## config.mk

```make
export PLATFORM = sky130hd
export DESIGN_NAME = core_demux_top
export DESIGN_NICKNAME = d
export VERILOG_FILES = /design/src/hw/core_demux_pkg.sv /design/src/hw/addr_decoder.sv /design/src/hw/demux_ctrl.sv /design/src/hw/port_router.sv /design/src/hw/perf_tracker.sv /design/src/hw/core_demux_top.sv
export SDC_FILE = /design/constraint.sdc
export NUM_CORES = 1
export LEC_CHECK = 0
export BUFFER_PORTS_ARGS = -buffer_cell sky130_fd_sc_hd__clkbuf_2
export CORE_AREA = 2 2 126 128
export CTS_CLUSTER_SIZE = 20
export DETAILED_ROUTE_END_ITERATION = 16
export DIE_AREA = 0 0 128 130
export HOLD_SLACK_MARGIN = 0.12
export SLEW_MARGIN = 5
export SYNTH_ARGS = -nofsm -noshare
export SYNTH_HDL_FRONTEND = slang
export SYNTH_SLANG_ARGS = --single-unit
```

## constraint.sdc

```tcl
create_clock -name clk_i -period 5.1 [get_ports clk_i]
set_input_delay 0.51 -clock clk_i [delete_from_list [all_inputs] [get_ports clk_i]]
set_output_delay 0.51 -clock clk_i [all_outputs]
set_load 0.03 [all_outputs]
```

## src/hw/core_demux_pkg.sv

```systemverilog
`default_nettype none

package core_demux_pkg;

  // Bus widths
  localparam int unsigned ADDR_W       = 32;
  localparam int unsigned DATA_W       = 32;
  localparam int unsigned BE_W         = DATA_W / 8;
  localparam int unsigned NUM_TGT      = 4;
  localparam int unsigned CLUSTER_ID_W = 6;

  // Target index, also the bit position in the tgt_* vectors
  typedef enum logic [1:0] {
    TGT_TCDM = 2'd0,
    TGT_L2   = 2'd1,
    TGT_EU   = 2'd2,
    TGT_DMA  = 2'd3
  } tgt_e;

  // Cluster address map
  localparam logic [ADDR_W-1:0] ALIAS_BASE     = 32'h1000_0000;
  localparam logic [ADDR_W-1:0] CLUSTER_BASE   = 32'h1000_0000;
  localparam logic [ADDR_W-1:0] CLUSTER_STRIDE = 32'h0040_0000;
  localparam logic [ADDR_W-1:0] TCDM_SIZE      = 32'h0010_0000;

  // Peripheral windows, offsets inside the cluster window
  localparam logic [ADDR_W-1:0] EU_OFFS  = 32'h0020_0800;
  localparam logic [ADDR_W-1:0] EU_SIZE  = 32'h0000_0400;
  localparam logic [ADDR_W-1:0] DMA_OFFS = 32'h0020_1C00;
  localparam logic [ADDR_W-1:0] DMA_SIZE = 32'h0000_0400;

  // In-flight limit, all to the same target
  localparam int unsigned MAX_OUTST = 2;
  localparam int unsigned OUTST_W   = 2;

  // Perf event outputs
  localparam int unsigned NUM_PERF       = 4;
  localparam int unsigned PERF_L2_LD     = 0;
  localparam int unsigned PERF_L2_ST     = 1;
  localparam int unsigned PERF_L2_LD_CYC = 2;
  localparam int unsigned PERF_L2_ST_CYC = 3;

endpackage

`default_nettype wire

```

## src/hw/addr_decoder.sv

```systemverilog
`default_nettype none
`timescale 1ns/100ps

module addr_decoder (
  input  logic [core_demux_pkg::ADDR_W-1:0]       core_addr_i,
  input  logic [core_demux_pkg::CLUSTER_ID_W-1:0] cluster_id_i,
  output core_demux_pkg::tgt_e                    tgt_o,
  output logic [core_demux_pkg::ADDR_W-1:0]       addr_o
);

  import core_demux_pkg::*;

  logic [ADDR_W-1:0] own_base;
  logic [ADDR_W-1:0] alias_offs;
  logic              in_alias;
  logic [ADDR_W-1:0] own_offs;
  logic              in_own;

  // Start of this cluster's own window
  assign own_base = CLUSTER_BASE + ADDR_W'(cluster_id_i) * CLUSTER_STRIDE;

  // Wraps to a large value below the alias base, so one compare covers both bounds
  assign alias_offs = core_addr_i - ALIAS_BASE;
  assign in_alias   = alias_offs < CLUSTER_STRIDE;

  // Alias rebase onto the own window
  always_comb begin
    if (in_alias) begin
      addr_o = own_base + alias_offs;
    end else begin
      addr_o = core_addr_i;
    end
  end

  assign own_offs = addr_o - own_base;
  assign in_own   = own_offs < CLUSTER_STRIDE;

  // Region compares on the offset inside the own window
  always_comb begin
    tgt_o = TGT_L2; // Other clusters and everything outside
    if (in_own) begin
      if (own_offs < TCDM_SIZE) begin
        tgt_o = TGT_TCDM;
      end else if ((own_offs - EU_OFFS) < EU_SIZE) begin
        tgt_o = TGT_EU;
      end else if ((own_offs - DMA_OFFS) < DMA_SIZE) begin
        tgt_o = TGT_DMA;
      end
    end
  end

endmodule

`default_nettype wire

```

## src/hw/demux_ctrl.sv

```systemverilog
`default_nettype none
`timescale 1ns/100ps

module demux_ctrl (
  input  logic                 clk_i,
  input  logic                 rst_n_i,
  input  logic                 core_req_i,
  input  core_demux_pkg::tgt_e dec_tgt_i,
  input  logic                 fwd_gnt_i,
  input  logic                 rvalid_i,
  output logic                 req_allow_o,
  output core_demux_pkg::tgt_e act_tgt_o
);

  import core_demux_pkg::*;

  logic [OUTST_W-1:0] cnt_q;
  logic [OUTST_W-1:0] cnt_d;
  tgt_e               act_tgt_q;
  tgt_e               act_tgt_d;
  logic               idle;
  logic               same_tgt;
  logic               slot_free;

  assign idle     = cnt_q == '0;
  assign same_tgt = dec_tgt_i == act_tgt_q;

  // A response in this cycle frees a slot for the new grant
  assign slot_free = (cnt_q < OUTST_W'(MAX_OUTST)) || rvalid_i;

  // Switching target only once everything has drained, so responses stay in order
  always_comb begin
    req_allow_o = 1'b0;
    if (core_req_i) begin
      if (idle) begin
        req_allow_o = 1'b1;
      end else if (same_tgt && slot_free) begin
        req_allow_o = 1'b1;
      end
    end
  end

  // In-flight count
  always_comb begin
    case ({fwd_gnt_i, rvalid_i})
      2'b10:   cnt_d = cnt_q + 1'b1;
      2'b01:   cnt_d = cnt_q - 1'b1;
      default: cnt_d = cnt_q; // Idle, or one in and one out
    endcase
  end

  always_ff @(posedge clk_i) begin
    if (!rst_n_i) begin
      cnt_q <= '0;
    end else begin
      cnt_q <= cnt_d;
    end
  end

  // Active target follows the first grant out of idle
  always_comb begin
    act_tgt_d = act_tgt_q;
    if (fwd_gnt_i && idle) begin
      act_tgt_d = dec_tgt_i;
    end
  end

  always_ff @(posedge clk_i) begin
    if (!rst_n_i) begin
      act_tgt_q <= TGT_TCDM;
    end else begin
      act_tgt_q <= act_tgt_d;
    end
  end

  assign act_tgt_o = act_tgt_q;

endmodule

`default_nettype wire

```

## src/hw/port_router.sv

```systemverilog
`default_nettype none
`timescale 1ns/100ps

module port_router (
  input  logic                                                    core_req_i,
  input  core_demux_pkg::tgt_e                                    dec_tgt_i,
  input  logic [core_demux_pkg::ADDR_W-1:0]                       dec_addr_i,
  input  logic                                                    core_we_i,
  input  logic [core_demux_pkg::DATA_W-1:0]                       core_wdata_i,
  input  logic [core_demux_pkg::BE_W-1:0]                         core_be_i,
  input  logic                                                    req_allow_i,
  input  core_demux_pkg::tgt_e                                    act_tgt_i,
  input  logic [core_demux_pkg::NUM_TGT-1:0]                      tgt_gnt_i,
  input  logic [core_demux_pkg::NUM_TGT-1:0]                      tgt_rvalid_i,
  input  logic [core_demux_pkg::NUM_TGT-1:0][core_demux_pkg::DATA_W-1:0] tgt_rdata_i,
  output logic [core_demux_pkg::NUM_TGT-1:0]                      tgt_req_o,
  output logic [core_demux_pkg::ADDR_W-1:0]                       tgt_addr_o,
  output logic                                                    tgt_we_o,
  output logic [core_demux_pkg::DATA_W-1:0]                       tgt_wdata_o,
  output logic [core_demux_pkg::BE_W-1:0]                         tgt_be_o,
  output logic                                                    fwd_gnt_o,
  output logic                                                    core_rvalid_o,
  output logic [core_demux_pkg::DATA_W-1:0]                       core_rdata_o
);

  import core_demux_pkg::*;

  logic req_go;

  assign req_go = core_req_i && req_allow_i;

  // One request line at most
  always_comb begin
    tgt_req_o = '0;
    if (req_go) begin
      tgt_req_o[dec_tgt_i] = 1'b1;
    end
  end

  // Shared request fields, only the addressed target samples them
  assign tgt_addr_o  = dec_addr_i;
  assign tgt_we_o    = core_we_i;
  assign tgt_wdata_o = core_wdata_i;
  assign tgt_be_o    = core_be_i;

  assign fwd_gnt_o = req_go && tgt_gnt_i[dec_tgt_i];

  // Responses come back from the target holding the in-flight requests
  assign core_rvalid_o = tgt_rvalid_i[act_tgt_i];
  assign core_rdata_o  = tgt_rdata_i[act_tgt_i];

endmodule

`default_nettype wire

```

## src/hw/perf_tracker.sv

```systemverilog
`default_nettype none
`timescale 1ns/100ps

module perf_tracker (
  input  logic                                clk_i,
  input  logic                                rst_n_i,
  input  logic                                core_req_i,
  input  logic                                core_we_i,
  input  core_demux_pkg::tgt_e                dec_tgt_i,
  input  logic                                fwd_gnt_i,
  input  logic                                core_rvalid_i,
  input  core_demux_pkg::tgt_e                act_tgt_i,
  output logic [core_demux_pkg::NUM_PERF-1:0] ext_perf_o
);

  import core_demux_pkg::*;

  logic [MAX_OUTST-1:0] st_q; // Store flag per in-flight L2 access, slot 0 oldest
  logic [MAX_OUTST-1:0] st_d;
  logic [OUTST_W-1:0]   l2_cnt_q;
  logic [OUTST_W-1:0]   l2_cnt_d;
  logic [OUTST_W-1:0]   cnt_pop;
  logic                 l2_req;
  logic                 push;
  logic                 pop;
  logic                 ld_pend;
  logic                 st_pend;
  logic [NUM_PERF-1:0]  perf_d;

  assign l2_req = core_req_i && (dec_tgt_i == TGT_L2);
  assign push   = l2_req && fwd_gnt_i;
  assign pop    = core_rvalid_i && (act_tgt_i == TGT_L2);

  always_comb begin
    ld_pend = 1'b0;
    st_pend = 1'b0;
    for (int i = 0; i < MAX_OUTST; i++) begin
      if (OUTST_W'(i) < l2_cnt_q) begin
        ld_pend = ld_pend | ~st_q[i];
        st_pend = st_pend | st_q[i];
      end
    end
    // Responses are in order, so pop shifts and push appends at the tail
    st_d    = pop ? (st_q >> 1) : st_q;
    cnt_pop = l2_cnt_q - OUTST_W'(pop);
    for (int i = 0; i < MAX_OUTST; i++) begin
      if (push && (cnt_pop == OUTST_W'(i))) begin
        st_d[i] = core_we_i;
      end
    end
    l2_cnt_d = cnt_pop + OUTST_W'(push);
  end

  always_comb begin
    perf_d                 = '0;
    perf_d[PERF_L2_LD]     = push && !core_we_i;
    perf_d[PERF_L2_ST]     = push && core_we_i;
    perf_d[PERF_L2_LD_CYC] = (l2_req && !core_we_i && !fwd_gnt_i) || ld_pend;
    perf_d[PERF_L2_ST_CYC] = (l2_req && core_we_i && !fwd_gnt_i) || st_pend;
  end

  always_ff @(posedge clk_i) begin
    if (!rst_n_i) begin
      st_q       <= '0;
      l2_cnt_q   <= '0;
      ext_perf_o <= '0;
    end else begin
      st_q       <= st_d;
      l2_cnt_q   <= l2_cnt_d;
      ext_perf_o <= perf_d; // One cycle after the event
    end
  end

endmodule

`default_nettype wire

```

## src/hw/core_demux_top.sv

```systemverilog
`default_nettype none
`timescale 1ns/100ps

module core_demux_top (
  input  logic                                                    clk_i,
  input  logic                                                    rst_n_i,
  input  logic [core_demux_pkg::CLUSTER_ID_W-1:0]                 cluster_id_i,
  // Core side
  input  logic                                                    core_req_i,
  input  logic [core_demux_pkg::ADDR_W-1:0]                       core_addr_i,
  input  logic                                                    core_we_i,
  input  logic [core_demux_pkg::DATA_W-1:0]                       core_wdata_i,
  input  logic [core_demux_pkg::BE_W-1:0]                         core_be_i,
  output logic                                                    core_gnt_o,
  output logic                                                    core_rvalid_o,
  output logic [core_demux_pkg::DATA_W-1:0]                       core_rdata_o,
  // Target side
  output logic [core_demux_pkg::NUM_TGT-1:0]                      tgt_req_o,
  output logic [core_demux_pkg::ADDR_W-1:0]                       tgt_addr_o,
  output logic                                                    tgt_we_o,
  output logic [core_demux_pkg::DATA_W-1:0]                       tgt_wdata_o,
  output logic [core_demux_pkg::BE_W-1:0]                         tgt_be_o,
  input  logic [core_demux_pkg::NUM_TGT-1:0]                      tgt_gnt_i,
  input  logic [core_demux_pkg::NUM_TGT-1:0]                      tgt_rvalid_i,
  input  logic [core_demux_pkg::NUM_TGT-1:0][core_demux_pkg::DATA_W-1:0] tgt_rdata_i,
  output logic [core_demux_pkg::NUM_PERF-1:0]                     ext_perf_o
);

  import core_demux_pkg::*;

  tgt_e              dec_tgt;
  logic [ADDR_W-1:0] dec_addr;
  logic              req_allow;
  tgt_e              act_tgt;
  logic              fwd_gnt;

  assign core_gnt_o = fwd_gnt;

  addr_decoder addr_decoder_inst (
    .core_addr_i  (core_addr_i),
    .cluster_id_i (cluster_id_i),
    .tgt_o        (dec_tgt),
    .addr_o       (dec_addr)
  );

  demux_ctrl demux_ctrl_inst (
    .clk_i       (clk_i),
    .rst_n_i     (rst_n_i),
    .core_req_i  (core_req_i),
    .dec_tgt_i   (dec_tgt),
    .fwd_gnt_i   (fwd_gnt),
    .rvalid_i    (core_rvalid_o),
    .req_allow_o (req_allow),
    .act_tgt_o   (act_tgt)
  );

  port_router port_router_inst (
    .core_req_i    (core_req_i),
    .dec_tgt_i     (dec_tgt),
    .dec_addr_i    (dec_addr),
    .core_we_i     (core_we_i),
    .core_wdata_i  (core_wdata_i),
    .core_be_i     (core_be_i),
    .req_allow_i   (req_allow),
    .act_tgt_i     (act_tgt),
    .tgt_gnt_i     (tgt_gnt_i),
    .tgt_rvalid_i  (tgt_rvalid_i),
    .tgt_rdata_i   (tgt_rdata_i),
    .tgt_req_o     (tgt_req_o),
    .tgt_addr_o    (tgt_addr_o),
    .tgt_we_o      (tgt_we_o),
    .tgt_wdata_o   (tgt_wdata_o),
    .tgt_be_o      (tgt_be_o),
    .fwd_gnt_o     (fwd_gnt),
    .core_rvalid_o (core_rvalid_o),
    .core_rdata_o  (core_rdata_o)
  );

  perf_tracker perf_tracker_inst (
    .clk_i         (clk_i),
    .rst_n_i       (rst_n_i),
    .core_req_i    (core_req_i),
    .core_we_i     (core_we_i),
    .dec_tgt_i     (dec_tgt),
    .fwd_gnt_i     (fwd_gnt),
    .core_rvalid_i (core_rvalid_o),
    .act_tgt_i     (act_tgt),
    .ext_perf_o    (ext_perf_o)
  );

endmodule

`default_nettype wire

```

==> impl_results.md <==
* Outcome: finished with violations
* Failing checks: negative setup slack
* #FFs+latches synth at 12
* Setup crit start kind: input port
* Sequential share of the synthesized area at 0.0637
* Setup ws final at -0.336 ns
* Synth Area in XOR/XNOR at 0.0584
* Die H at 130 um
* Clock sink total at 12
* Mapped cell area at 0.00377 mm2
* Main combinational cell family by area after synthesis: multiplexers
* Initial Util at 0.244
* Mean area per synthesized cell at 8.41 um2
* Skew final at 0.00448 ns
* CP required at 4.59 ns
* Hold WC Path Type: input port to flip-flop
* ANT cells at 0
* Distinct cells, synth at 72
* Period minus WS final at 5.44 ns
* CTS tree: done
* Wire per inst at 17.2 um
* RSZ-0062 raised after global routing: yes
* Skew-Pair Late Insertion Delay at 0.24 ns
* Core area at 0.0154 mm2
* Layout cells sized above 1 at 0.600
* Worst-margin pin slew at 0.738 ns
* Post-synthesis compound-gate area fraction at 0.203
* Power Total at 1.22 mW
* Maximum clock insertion buffer count at 2
* CP Max Fanout at 3
* Final Hold Vio Count at 0
* CTS buffer count at 3
* Ys async rst share at 0
* Vias/cell at 5.05
* Crit path kind: input port to output pin
* Initial antenna violation count at 0
* Peak VDD IR at 0.126 mV
* First-pass GRT wire length at 22200 um
* DR pass1 iterations at 4
* Power per Cell Area at 209 mW/mm2
* Pre-CTS WS at -0.573 ns
* Layout net count at 947
* DR iter-0 viols at 195
* GRT Resource Usage Total at 0.168
* Max-cap check violation count at 0
* DRC Markers at 0
* EDFF count, synth at 0
* Clk root buf: clkbuf_16
* Die ar. at 0.0166 mm2
* Fmax at 0.184 GHz
* Mux cell area share after synthesis at 0.214
* Port Buffer Count at 232
* DR vias at 4549
* Global placer's final weighted congestion at 0.857
* Grt ovf at 0
* Leakage at 2.73 nW
* Antenna-violating nets left at 0
* Die width at 128 um
* Htree depth at 1
* Mapped Cells at 448
* Vias in the first global route at 4271
* Top FF cell, synth: dfxtp_1
* Post-Synth Simple-Gate Area at 0.212
* Critical path arrival at 4.93 ns
* Final setup fails at 9
* Period Utilization, post-route at 1.07
* Hpwl dp at 13400 um
* Drt total wl at 15500 um
* Area grow syn2layout at 54.3%
* Crit path capture type: output pin
* # rows at 46
* Fin. max-slew vios at 0
* Yosys warns at 0
* Io pins at 325
* Clock slew at reported path FFs at 0.05 ns
* Post-Syn Nets at 686
* Largest net degree at the start of global routing at 38
* CP max-delay cell: fa_2
* CP Cell Sequence: buf_6 > or4_4 > o32a_1 > a21oi_2 > mux2i_2 > ha_2 > fa_2 > nand2_4 > nor3b_2 > mux2_4 > o211ai_1 > or3_1 > a211o_1 > buf_6 > a31o_1 > a211o_1 > a211o_4 > nor4_4 > clkbuf_8
* Adder-cell area share of the yosys netlist at 0.0837
* CP max stage delay at 0.56 ns
* Relative slew slack at 0.506
## cell type report
type	instances	area [um2]
fillers	1607	9610
multi-input cells	333	3150
repair buffers	332	1990
flip-flops and latches	12	243
well taps	192	240
inverters	27	105
clock buffers	4	88.8
## flip-flops by register name (all words and copies together) (netlist names)
name	count
demux_ctrl_inst.act_tgt_o	2
perf_tracker_inst.st_q	2
perf_tracker_inst.ext_perf_o	4
perf_tracker_inst.l2_cnt_q	2
demux_ctrl_inst.cnt_q	2
## layout by cell type, fill, tap and decap left out, types with 5 or more instances in the layout
| cell type | Yosys | final |
|---|---|---|
| buf_4 | 59 | 95 |
| a21o_1 | 5 | 5 |
| xor2_1 | 7 | 6 |
| clkbuf_2 | 0 | 226 |
| nand2_1 | 23 | 21 |
| mux4_2 | 33 | 33 |
| nor4_1 | 7 | 5 |
| nand3_1 | 13 | 13 |
| nand4_1 | 7 | 7 |
| a21oi_1 | 13 | 11 |
| xnor2_1 | 13 | 13 |
| a211oi_1 | 8 | 8 |
| or3_1 | 8 | 8 |
| ha_1 | 22 | 17 |
| buf_6 | 2 | 5 |
| nor3_1 | 16 | 12 |
| nand2b_1 | 5 | 5 |
| dfxtp_1 | 12 | 10 |
| nor2_1 | 32 | 31 |
| o31ai_1 | 5 | 5 |
| inv_1 | 27 | 24 |
| and3_1 | 5 | 5 |
| o21ai_0 | 18 | 13 |
## critical path, delay by kind of cell
| kind | cells | cell delay, ns |
|---|---|---|
| buffers and inverters | 3 | 0.43 |
| adder cells (fa/ha/maj) | 2 | 0.76 |
| multiplexers | 2 | 0.27 |
| AND/OR/NAND/NOR | 5 | 1.27 |
| AO/OA/AOI/OAI | 7 | 1.67 |
## synthesized netlist by cell type, drive strengths merged (7+ instances only)
cell,number,share of area
a211oi,9,0.021
a21oi,14,0.020
buf,65,0.13
clkbuf,11,0.011
dfxtp,12,0.064
ha,22,0.073
inv,27,0.027
mux4,33,0.20
nand2,24,0.026
nand3,14,0.020
nand4,7,0.012
nor2,32,0.032
nor3,16,0.021
nor4,9,0.018
o21ai,20,0.027
or3,8,0.013
xnor2,13,0.030
xor2,7,0.016
## metrics by stage
step           cell area, um2  TNS [ns]   util  std cells  hold slack (ns)
2_1_floorplan            3880     -2.16      -        448            0.500
3_3_place_gp             5460     -5.21  0.354        888            0.544
3_5_place_dp             5460     -5.58  0.354        888            0.575
4_1_cts                  5700     -2.78  0.370        897            0.526
5_1_grt                  5820     -4.49  0.377        900            0.560
6_report                 5820     -2.28  0.377        900            0.553
## worst paths after layout
path,from,to,slack (ns),depth (start not counted)
setup / recovery,core_addr_i[26],tgt_req_o[0],-0.34,19
hold / removal,core_we_i,perf_tracker_inst.ext_perf_o[0],0.55,2
setup reg to reg,demux_ctrl_inst.act_tgt_o[0],demux_ctrl_inst.cnt_q[1],2.21,12
hold reg to reg,demux_ctrl_inst.cnt_q[1],demux_ctrl_inst.cnt_q[1],0.60,2
## power by group
part,switching (mW),internal (mW),total (mW)
Clock,0.0444,0.119,0.163
Combinational,0.491,0.433,0.924
Sequential,0.0182,0.113,0.132
Total,0.553,0.665,1.22
## metal layers
metal | track usage | up-vias | wire (um) | part of all wire
met5 | 0 | - | 0 | 0
met4 | 0.0420 | 0 | 363 | 0.023
met3 | 0.0246 | 33 | 1130 | 0.073
met2 | 0.320 | 201 | 8140 | 0.53
met1 | 0.199 | 2133 | 5860 | 0.38
li1 | - | 2182 | - | -
## cells by family after synthesis
group,after synthesis
AO/OA/AOI/OAI,101
XOR/XNOR,22
adder cells (fa/ha/maj),24
buffers and inverters,103
flip-flops,12
multiplexers,39
AND/OR/NAND/NOR,147
## what timing repair did
action                     4_1_cts  5_1_grt
resized for setup               24       24
setup endpoints to repair       10       16
pin swaps                       16        5
hold buffers                     0        0
setup buffers                    5        3
Power figures use the tool's default switching activity.
